--- src/rtl/rx_pkg.sv ---
// --------------------
// sizes, sample and timestamp types, tagged buffer entry
// --------------------
`default_nettype none

package rx_pkg;

  localparam int SAMPLE_WIDTH = 16;
  localparam int ENTRY_WIDTH  = 32;
  localparam int BUF_DEPTH    = 64;
  localparam int ADDR_WIDTH   = 6;
  // counts 0..BUF_DEPTH inclusive
  localparam int DEPTH_WIDTH  = 7;

  typedef logic signed [SAMPLE_WIDTH-1:0] sample_t;

  // index of a valid sample since reset
  typedef logic [ENTRY_WIDTH-1:0] tstamp_t;

  typedef struct packed {
    logic [ENTRY_WIDTH-SAMPLE_WIDTH-1:0] pad;
    sample_t                             sample;
  } sample_word_t;

  // one data word, read as a sample or as a timestamp
  typedef union packed {
    sample_word_t samp;
    tstamp_t      tstamp;
  } entry_word_u;

  // is_tstamp selects the decoding of word
  typedef struct packed {
    logic        is_tstamp;
    entry_word_u word;
  } entry_t;

endpackage

`default_nettype wire

--- src/rtl/buf_rd_if.sv ---
// --------------------
// buffer read port and capture status
// --------------------
`timescale 1ns/10ps
`default_nettype none

interface buf_rd_if;

  logic                           rd_en;
  logic [rx_pkg::ADDR_WIDTH-1:0]  rd_addr;
  // valid one cycle after rd_en
  rx_pkg::entry_t                 rd_entry;
  logic [rx_pkg::DEPTH_WIDTH-1:0] wr_depth;
  logic                           capturing;

  modport buffer (
    input  rd_en, rd_addr,
    output rd_entry, wr_depth, capturing
  );

  modport readout (
    output rd_en, rd_addr,
    input  rd_entry, wr_depth, capturing
  );

endinterface

`default_nettype wire

--- src/rtl/sample_discriminator.sv ---
// --------------------
// hysteresis gate, sample index counter,
// tagged entry generation
// --------------------
`timescale 1ns/10ps
`default_nettype none

module sample_discriminator (
  input  wire logic           adc_clk,
  input  wire logic           rst_n_i,
  input  wire logic           sample_valid_i,
  input  rx_pkg::sample_t     sample_i,
  input  rx_pkg::sample_t     thresh_high_i,
  input  rx_pkg::sample_t     thresh_low_i,
  input  wire logic           bypass_i,
  output logic                entry_valid_o,
  output rx_pkg::entry_t      entry_o
);

  logic            gate_active;
  rx_pkg::tstamp_t sample_idx;
  logic            burst_open;
  logic            burst_close;
  rx_pkg::entry_t  next_entry;

  // signed compares against the two thresholds
  assign burst_open  = !bypass_i && !gate_active && (sample_i > thresh_high_i);
  assign burst_close = !bypass_i && gate_active && (sample_i < thresh_low_i);

  // burst start carries the index of the opening sample
  always_comb begin
    next_entry = '0;
    if (burst_open) begin
      next_entry.is_tstamp   = 1'b1;
      next_entry.word.tstamp = sample_idx;
    end else begin
      next_entry.is_tstamp          = 1'b0;
      next_entry.word.samp.pad      = '0;
      next_entry.word.samp.sample   = sample_i;
    end
  end

  always_ff @(posedge adc_clk or negedge rst_n_i) begin
    if (!rst_n_i) begin
      gate_active   <= 1'b0;
      sample_idx    <= '0;
      entry_valid_o <= 1'b0;
    end else begin
      entry_valid_o <= 1'b0;
      if (sample_valid_i) begin
        sample_idx <= sample_idx + 1'b1;
        if (bypass_i) begin
          gate_active   <= 1'b0;
          entry_valid_o <= 1'b1;
        end else if (burst_open) begin
          gate_active   <= 1'b1;
          entry_valid_o <= 1'b1;
        end else if (burst_close) begin
          // closing sample itself is dropped
          gate_active <= 1'b0;
        end else if (gate_active) begin
          entry_valid_o <= 1'b1;
        end
      end
    end
  end

  always_ff @(posedge adc_clk) begin
    if (sample_valid_i) begin
      entry_o <= next_entry;
    end
  end

endmodule

`default_nettype wire

--- src/rtl/capture_buffer.sv ---
// --------------------
// entry memory, arm/stop control, write depth
// --------------------
`timescale 1ns/10ps
`default_nettype none

module capture_buffer (
  input  wire logic     adc_clk,
  input  wire logic     rst_n_i,
  input  wire logic     arm_i,
  input  wire logic     stop_i,
  input  wire logic     entry_valid_i,
  input  rx_pkg::entry_t entry_i,
  buf_rd_if.buffer      rd
);

  rx_pkg::entry_t                 mem [rx_pkg::BUF_DEPTH];
  logic [rx_pkg::DEPTH_WIDTH-1:0] wr_depth;
  logic                           capturing;
  logic                           wr_en;
  logic                           last_slot;

  assign wr_en     = entry_valid_i && capturing;
  assign last_slot = (wr_depth == rx_pkg::DEPTH_WIDTH'(rx_pkg::BUF_DEPTH - 1));

  // arm wins over stop and full in the same cycle
  always_ff @(posedge adc_clk or negedge rst_n_i) begin
    if (!rst_n_i) begin
      wr_depth  <= '0;
      capturing <= 1'b0;
    end else if (arm_i) begin
      wr_depth  <= '0;
      capturing <= 1'b1;
    end else begin
      if (stop_i) begin
        capturing <= 1'b0;
      end
      if (wr_en) begin
        wr_depth <= wr_depth + 1'b1;
        // 64th write fills the memory
        if (last_slot) begin
          capturing <= 1'b0;
        end
      end
    end
  end

  always_ff @(posedge adc_clk) begin
    if (wr_en) begin
      mem[wr_depth[rx_pkg::ADDR_WIDTH-1:0]] <= entry_i;
    end
  end

  // synchronous read, one per cycle
  always_ff @(posedge adc_clk) begin
    if (rd.rd_en) begin
      rd.rd_entry <= mem[rd.rd_addr];
    end
  end

  assign rd.wr_depth  = wr_depth;
  assign rd.capturing = capturing;

endmodule

`default_nettype wire

--- src/rtl/readout_engine.sv ---
// --------------------
// sequential reader streaming captured entries
// --------------------
`timescale 1ns/10ps
`default_nettype none

module readout_engine (
  input  wire logic                       adc_clk,
  input  wire logic                       rst_n_i,
  input  wire logic                       readout_start_i,
  buf_rd_if.readout                       rd,
  output logic                            out_valid_o,
  output logic                            out_is_tstamp_o,
  output logic [rx_pkg::ENTRY_WIDTH-1:0]  out_data_o,
  output logic                            readout_done_o
);

  logic                           busy;
  logic                           rd_en_q;
  logic [rx_pkg::ADDR_WIDTH-1:0]  rd_addr_q;
  logic [rx_pkg::DEPTH_WIDTH-1:0] depth_q;
  logic                           fin_q;
  logic                           accept;
  logic                           last_rd;

  // start is ignored while capturing or already reading
  assign accept  = readout_start_i && !rd.capturing && !busy;
  assign last_rd = ({1'b0, rd_addr_q} + 1'b1) == depth_q;

  always_ff @(posedge adc_clk or negedge rst_n_i) begin
    if (!rst_n_i) begin
      busy           <= 1'b0;
      rd_en_q        <= 1'b0;
      rd_addr_q      <= '0;
      depth_q        <= '0;
      fin_q          <= 1'b0;
      out_valid_o    <= 1'b0;
      readout_done_o <= 1'b0;
    end else begin
      // memory output lags rd_en by one cycle
      out_valid_o    <= rd_en_q;
      readout_done_o <= fin_q;
      fin_q          <= 1'b0;
      if (accept) begin
        busy      <= 1'b1;
        depth_q   <= rd.wr_depth;
        rd_addr_q <= '0;
        rd_en_q   <= (rd.wr_depth != '0);
        // empty buffer goes straight to done
        fin_q     <= (rd.wr_depth == '0);
      end else if (rd_en_q) begin
        rd_addr_q <= rd_addr_q + 1'b1;
        if (last_rd) begin
          rd_en_q <= 1'b0;
          fin_q   <= 1'b1;
        end
      end
      if (fin_q) begin
        busy <= 1'b0;
      end
    end
  end

  assign rd.rd_en   = rd_en_q;
  assign rd.rd_addr = rd_addr_q;

  assign out_is_tstamp_o = rd.rd_entry.is_tstamp;
  assign out_data_o      = rd.rd_entry.word;

endmodule

`default_nettype wire

--- src/rtl/receive_top.sv ---
// --------------------
// receive channel: discriminator, buffer, readout
// --------------------
`timescale 1ns/10ps
`default_nettype none

module receive_top (
  input  wire logic                        adc_clk,
  input  wire logic                        rst_n_i,
  input  wire logic                        sample_valid_i,
  input  rx_pkg::sample_t                  sample_i,
  input  rx_pkg::sample_t                  thresh_high_i,
  input  rx_pkg::sample_t                  thresh_low_i,
  input  wire logic                        bypass_i,
  input  wire logic                        arm_i,
  input  wire logic                        stop_i,
  input  wire logic                        readout_start_i,
  output logic                             capturing_o,
  output logic [rx_pkg::DEPTH_WIDTH-1:0]   wr_depth_o,
  output logic                             out_valid_o,
  output logic                             out_is_tstamp_o,
  output logic [rx_pkg::ENTRY_WIDTH-1:0]   out_data_o,
  output logic                             readout_done_o
);

  logic           entry_valid;
  rx_pkg::entry_t entry;

  buf_rd_if rd_if ();

  sample_discriminator u_disc (
    .adc_clk        (adc_clk),
    .rst_n_i        (rst_n_i),
    .sample_valid_i (sample_valid_i),
    .sample_i       (sample_i),
    .thresh_high_i  (thresh_high_i),
    .thresh_low_i   (thresh_low_i),
    .bypass_i       (bypass_i),
    .entry_valid_o  (entry_valid),
    .entry_o        (entry)
  );

  capture_buffer u_buf (
    .adc_clk       (adc_clk),
    .rst_n_i       (rst_n_i),
    .arm_i         (arm_i),
    .stop_i        (stop_i),
    .entry_valid_i (entry_valid),
    .entry_i       (entry),
    .rd            (rd_if.buffer)
  );

  readout_engine u_rdout (
    .adc_clk         (adc_clk),
    .rst_n_i         (rst_n_i),
    .readout_start_i (readout_start_i),
    .rd              (rd_if.readout),
    .out_valid_o     (out_valid_o),
    .out_is_tstamp_o (out_is_tstamp_o),
    .out_data_o      (out_data_o),
    .readout_done_o  (readout_done_o)
  );

  // capture status straight from the buffer
  assign capturing_o = rd_if.capturing;
  assign wr_depth_o  = rd_if.wr_depth;

endmodule

`default_nettype wire

--- config.mk ---
export PLATFORM = sky130hd
export DESIGN_NAME = receive_top
export DESIGN_NICKNAME = d
export VERILOG_FILES = /design/src/rtl/rx_pkg.sv /design/src/rtl/buf_rd_if.sv /design/src/rtl/sample_discriminator.sv /design/src/rtl/capture_buffer.sv /design/src/rtl/readout_engine.sv /design/src/rtl/receive_top.sv
export SDC_FILE = /design/constraint.sdc
export NUM_CORES = 2
export LEC_CHECK = 0
export BUFFER_PORTS_ARGS = -buffer_cell sky130_fd_sc_hd__buf_2
export CORE_MARGIN = 5
export CORE_UTILIZATION = 60
export DETAILED_ROUTE_END_ITERATION = 7
export GPL_TIMING_DRIVEN = 0
export PLACE_DENSITY = 0.77
export SETUP_SLACK_MARGIN = 0.3
export SLEW_MARGIN = 10
export SYNTH_ARGS = -nofsm -noshare
export SYNTH_HDL_FRONTEND = slang
export SYNTH_SLANG_ARGS = --single-unit
--- constraint.sdc ---
create_clock -name adc_clk -period 14 [get_ports adc_clk]
set_input_delay 0 -clock adc_clk [delete_from_list [all_inputs] [get_ports adc_clk]]
set_output_delay 0 -clock adc_clk [all_outputs]
set_load 0.02 [all_outputs]
## After elaboration in Yosys (flattened, before gate mapping)

Memory sizes are Yosys's and may differ from the RTL's. A register that Yosys moved wholly into a read port is not among the register bits.
Index checks and enable logic that the tools add are counted.

- $add $sub $neg: 4
- $lt $le $gt $ge: 2
- Equality and inequality tests: 2
- Muxes and demuxes: 27
- Reductions and logical operators: 18

Operators with widths:

| cell | number |
|---|---|
| $mux 33 | 1 |
| $add 32x1->32 const B | 1 |
| $mux 1 | 22 |
| $gt 16x16->1 | 1 |
| $lt 16x16->1 | 1 |
| $mux 7 | 2 |
| $mux 6 | 2 |
| $add 6x1->7 const B | 1 |
| $add 7x1->7 const B | 1 |
| $eq 7x6->1 const B | 1 |
| $eq 7x7->1 | 1 |
| $logic_and 1x1->1 | 7 |
| $logic_not 7->1 | 1 |
| $reduce_bool 7->1 | 1 |
| $add 6x1->6 const B | 1 |
| $reduce_bool 2->1 | 3 |
| $logic_not 1->1 | 4 |
| $reduce_bool 3->1 | 1 |
| $reduce_and 2->1 | 1 |

- Register bits after elaboration: 93
- RAM bits: 2112
- Input port bits: 55
- Output and inout bits: 43
- Memories kept: 1

Memories:

| name | words | width | rd ports | clocked after Yosys merged registers in | write ports | line | text |
|---|---|---|---|---|---|---|---|
| u_buf.mem | 64 | 33 | 1 | 1 | 1 | capture_buffer.sv:17 | `rx_pkg::entry_t mem [rx_pkg::BUF_DEPTH];` |

## Depth between registers and ports, before layout

- Depth after elaboration: 7
- Gate-level depth with buffers: 11
- Depth with buffers taken out: 8

## Cells and area by module

From an unflattened synthesis, not the netlist that was laid out.

- Cell total of the unflattened synthesis: 3936
- Area, all modules: 86610.6 µm²

By module, submodules not included:

| module | times used | cells each | area each (µm²) | seq. area each (µm²) |
|---|---|---|---|---|
| capture_buffer | 1 | 3516 | 81799.7 | 64612.0 |
| sample_discriminator | 1 | 307 | 3649.8 | 1841.8 |
| readout_engine | 1 | 113 | 1161.1 | 450.4 |

## Worst setup path before layout

OpenSTA, ideal clock, no wires.

- Path type: register to register
- Start: reg u_buf.capturing (netlist: u_buf.rd.capturing)
- End: mem u_buf.mem[40][0] (netlist name) (enable)
- Data arrival time: 4.500 ns
- Path slack: 8.993 ns
- Cell stages (with the launch flop): 5
- Path buffers: 1
- Period minus slack after synthesis: 5.007 ns
- Cells stage by stage: dfrtp_1 -> and2_1 -> clkbuf_1 -> nand4b_1 -> nor4_1

- Cells in the longest elaborated chain, start to end: 3

RTL lines:

| item | line | text |
|---|---|---|
| start, declared | capture_buffer.sv:19 | `logic capturing;` |
| start signal, assigned | capture_buffer.sv:30 | `capturing <= 1'b0;` |
| start signal, assigned | capture_buffer.sv:33 | `capturing <= 1'b1;` |
| start signal, assigned | capture_buffer.sv:36 | `capturing <= 1'b0;` |
| $logic_and 1x1->1 | capture_buffer.sv:23 | `assign wr_en = entry_valid_i && capturing;` |
| $mux 1 | capture_buffer.sv:49 | `if (wr_en) begin` |
| $mux 1 (not written as such) | capture_buffer.sv:50 | `mem[wr_depth[rx_pkg::ADDR_WIDTH-1:0]] <= entry_i;` |
| end, declared | capture_buffer.sv:17 |  |

Every way passes these cells.

==> results.md <==
- CP cell instances: clkbuf_1, clkbuf_1, clkbuf_1, mux4_2, mux4_2, a22oi_1, nand2_1
- Largest delay contributor family on the critical path: buffers and inverters
- Global-route wire length before repair: 335 mm
- Ys async rst share: 2.68%
- Top cells by area, synth: edfxtp_1 (76%), mux4_2 (17%), dfrtp_1 (1.7%)
- Post-synth EDFFs: 2,178
- Final Cell Area: 99,300 sq um
- CP startpoint kind: register
- Comb power frac: 29.2%
- Slew HR: 12.5%
- Grt ovf: 0
- CP max-delay cell: clkbuf_1
- Total number of vias: 43,900
- TritonCTS clock tree: built
- Gpl congestion: 0.929
- Clk Latency, worst-skew pair: 0.83 ns
- Area Overhead vs Synth: 15.4%
- GR Util met3: 8.46%
- Cell area after synthesis: 86,100 sq um
- Count leader, synth: edfxtp_1
- Top-level I/O count: 98
- #FFs+latches synth: 2,238
- Reg-to-reg endpoint: u_buf.rd.rd_entry[16]
- Most common cell on crit path: clkbuf_1
- Max Root-Sink Buffers: 3
- Leak pwr: 0.0317 uW
- Hold Fails Final Rpt: 0
- # port buffers: 96
- CP Data Arrival Time: 5.10 ns
- Crit share post-route: 32.9%
- Net Count, Synth: 3,763
- Synth top area share: 76.0%
- Die width: 389 um
- Crit. End Element: register
- Placed cell areas: 92,400 sq um
- DRT iter0 DRCs: 7,367
- Max Slew Vio Count: 0
- Worst IR Drop VDD: 0.151 mV
- Flop pwr share: 41.2%
- Worst hold path class: in -> reg
- Crit path kind: reg -> reg
- Clock Tree Root: clkbuf_16
- Most used routing layer: met2
- P per Cell Area: 187 nW/um^2
- Total power draw: 18,600 uW
- RSZ-0062 raised after global routing: no
- WL/cell: 38.2 um
- Stages on worst setup path: 7
- GRT Total Usage: 31.7%
- Setup violation total in the final timing report: 0
- Maxcap violations: 0
- Net Sw Power: 5710 uW
- GR Util met2: 51.4%
- Setup TNS: 0 ns
- Sw Share: 30.7%
- Hold Path Origin: thresh_low_i[14]
- Slack of the critical path: 9.39 ns
- Drt pass-1 iters: 8
- # fillers: 7,874
- Worst slew pin tran: 1.31 ns
- Max stage delay on crit path: 0.81 ns
- Clk sinks: 2,238
- Number of buffers and inverters on the critical path: 3
- Antenna violations before repair: 10
- Vias in the first global route: 45,000
- HPWL Detailed: 147 mm
- Post-synthesis sequential area ratio: 77.7%
- Drt drc: 0
- Grt met1 use: 40.7%
- DRT antenna net count: 0
- Largest net degree at the start of global routing: 39
- Clock power frac: 29.6%
- Placement Setup Slack: 9.70 ns
- Starting density of the core: 60.1%
- Layout cells sized above 1: 30.5%
- Crit Path Max Fanout: 10
- Max Clk Rate: 217 MHz
- Internal Power: 12,900 uW
- WL final: 238 mm
- Hold Path Cell Cnt: 7
- Post-route minimum period: 4.61 ns
- CORE AREA: 143,000 sq um
- Clock Pin Slew Worst Setup and Hold Paths: 0.07 ns
- Min-Delay Endpoint: u_disc.gate_active
- Cell taking the most area after synthesis: edfxtp_1
- Synth Area per Inst: 23.4 sq um
- Die Y: 389 um
- Final Skew: 0.0290 ns
- Outcome: complete, no violations
- RR Startpoint: u_rdout.rd.rd_addr[1]
- H-tree levels: 4
- Worst EP required: 14.49 ns
- Top FF cell, synth: edfxtp_1
- Die ar.: 151,000 sq um
- Reg2Reg Depth: 7
- Final #Nets: 4,249
- CTS buffer count: 208
- Number of post-CTS setup repair buffers: 0
- Synth Instances: 3,673
- Register-to-register setup slack: 9.39 ns
- Via density: 7.05
- Commonest cells in the netlist: edfxtp_1 (2,178), mux4_2 (632), nor2_1 (112), clkbuf_1 (109), dfrtp_1 (60)
- Ys Warns: 0
- FP Rows: 139
- Post-synth cell types: 54
## layer usage
layer  part of all wire [%]  vias up  routed length (um)
met5                  0.017        -                  41
li1                       -    16600                   -
met2                     49     3811              117000
met3                     12      756               29500
met4                    5.9        6               14100
met1                     32    22700               77300
## registers in the layout, summed over array words and instances (netlist names)
register,flops
u_buf.mem,2112
u_buf.rd.capturing,1
u_buf.rd.rd_entry,33
u_buf.rd.wr_depth,7
u_disc.entry_o,33
u_disc.entry_valid_o,1
u_disc.gate_active,1
u_disc.sample_idx,32
u_rdout.busy,1
u_rdout.depth_q,7
u_rdout.fin_q,1
u_rdout.out_valid_o,1
u_rdout.rd.rd_addr,6
u_rdout.rd.rd_en,1
u_rdout.readout_done_o,1
## tightest hold or removal path, cell delays in order
cell	delay, ns
buf_2	0.09
inv_1	0.05
ha_1	0.13
nand2b_1	0.09
o21ai_0	0.08
mux2i_1	0.21
a221o_1	0.18
## layout by cell type, fill, tap and decap left out, types with 40 or more instances in the layout
cell type,instances
buf_12,60
buf_16,51
buf_2,143
clkbuf_1,161
clkbuf_16,213
dfrtp_1,59
edfxtp_1,2178
mux4_2,632
nand2_1,46
nor2_1,51
nor2_4,61
o22ai_1,40
## stage by stage
stage	utilization, %	cells	hold WS, ns
floorplan	-	3673	-0.296
global placement	62.1	5672	0.278
detailed placement	64.6	5819	-0.0526
CTS	69.3	6225	0.00889
global route	69.4	6225	0.0832
finish	69.4	6230	0.0543
## power groups by stage
stage	sequential [uW]	clock, uW	combinational (uW)
floorplan	7890	0	3150
global placement	7930	0	4860
detailed placement	7790	0	5190
CTS	7650	5520	5360
global route	7660	5840	5580
finish	7660	5510	5430
## cells by family (layout without fill, tap and decap cells)
kind of cell	after synthesis	count (layout)	share of synthesized area, %
AND/OR/NAND/NOR	267	267	1.45
XOR/XNOR	46	46	0.468
adder cells (fa/ha/maj)	35	35	0.509
flip-flops	2238	2238	77.7
multiplexers	694	694	17.3
AO/OA/AOI/OAI	158	158	1.26
other	0	5	0
buffers and inverters	235	884	1.27
## timing repair
item	4_1_cts	5_1_grt
endpoints found under the setup margin	0	0
endpoints found under the hold margin	129	0
resized for setup	0	0
hold buffers	33	0
## worst max path at each step
stage,to,from
after floorplan,u_buf.mem[40][0],u_buf.rd.capturing
after global placement,u_buf.mem[48][25],u_buf.rd.capturing
after detailed placement,u_buf.rd.rd_entry[21],u_rdout.rd.rd_addr[1]
after CTS,u_buf.rd.rd_entry[21],u_rdout.rd.rd_addr[1]
after global routing,u_buf.mem[40][18],u_buf.rd.capturing
final,u_buf.rd.rd_entry[16],u_rdout.rd.rd_addr[1]
## layout make-up
class | instances | area, sq um | area share [%]
flip-flops and latches | 2238 | 66900 | 67.4
repair buffers | 276 | 3870 | 3.89
well taps | 1903 | 2380 | 2.40
clock inverters | 99 | 857 | 0.863
diodes | 5 | 12.5 | 0.0126
plain buffers | 192 | 940 | 0.946
multi-input cells | 1200 | 18500 | 18.7
inverters | 43 | 161 | 0.163
clock buffers | 274 | 5620 | 5.66
Power figures use the tool's default switching activity.
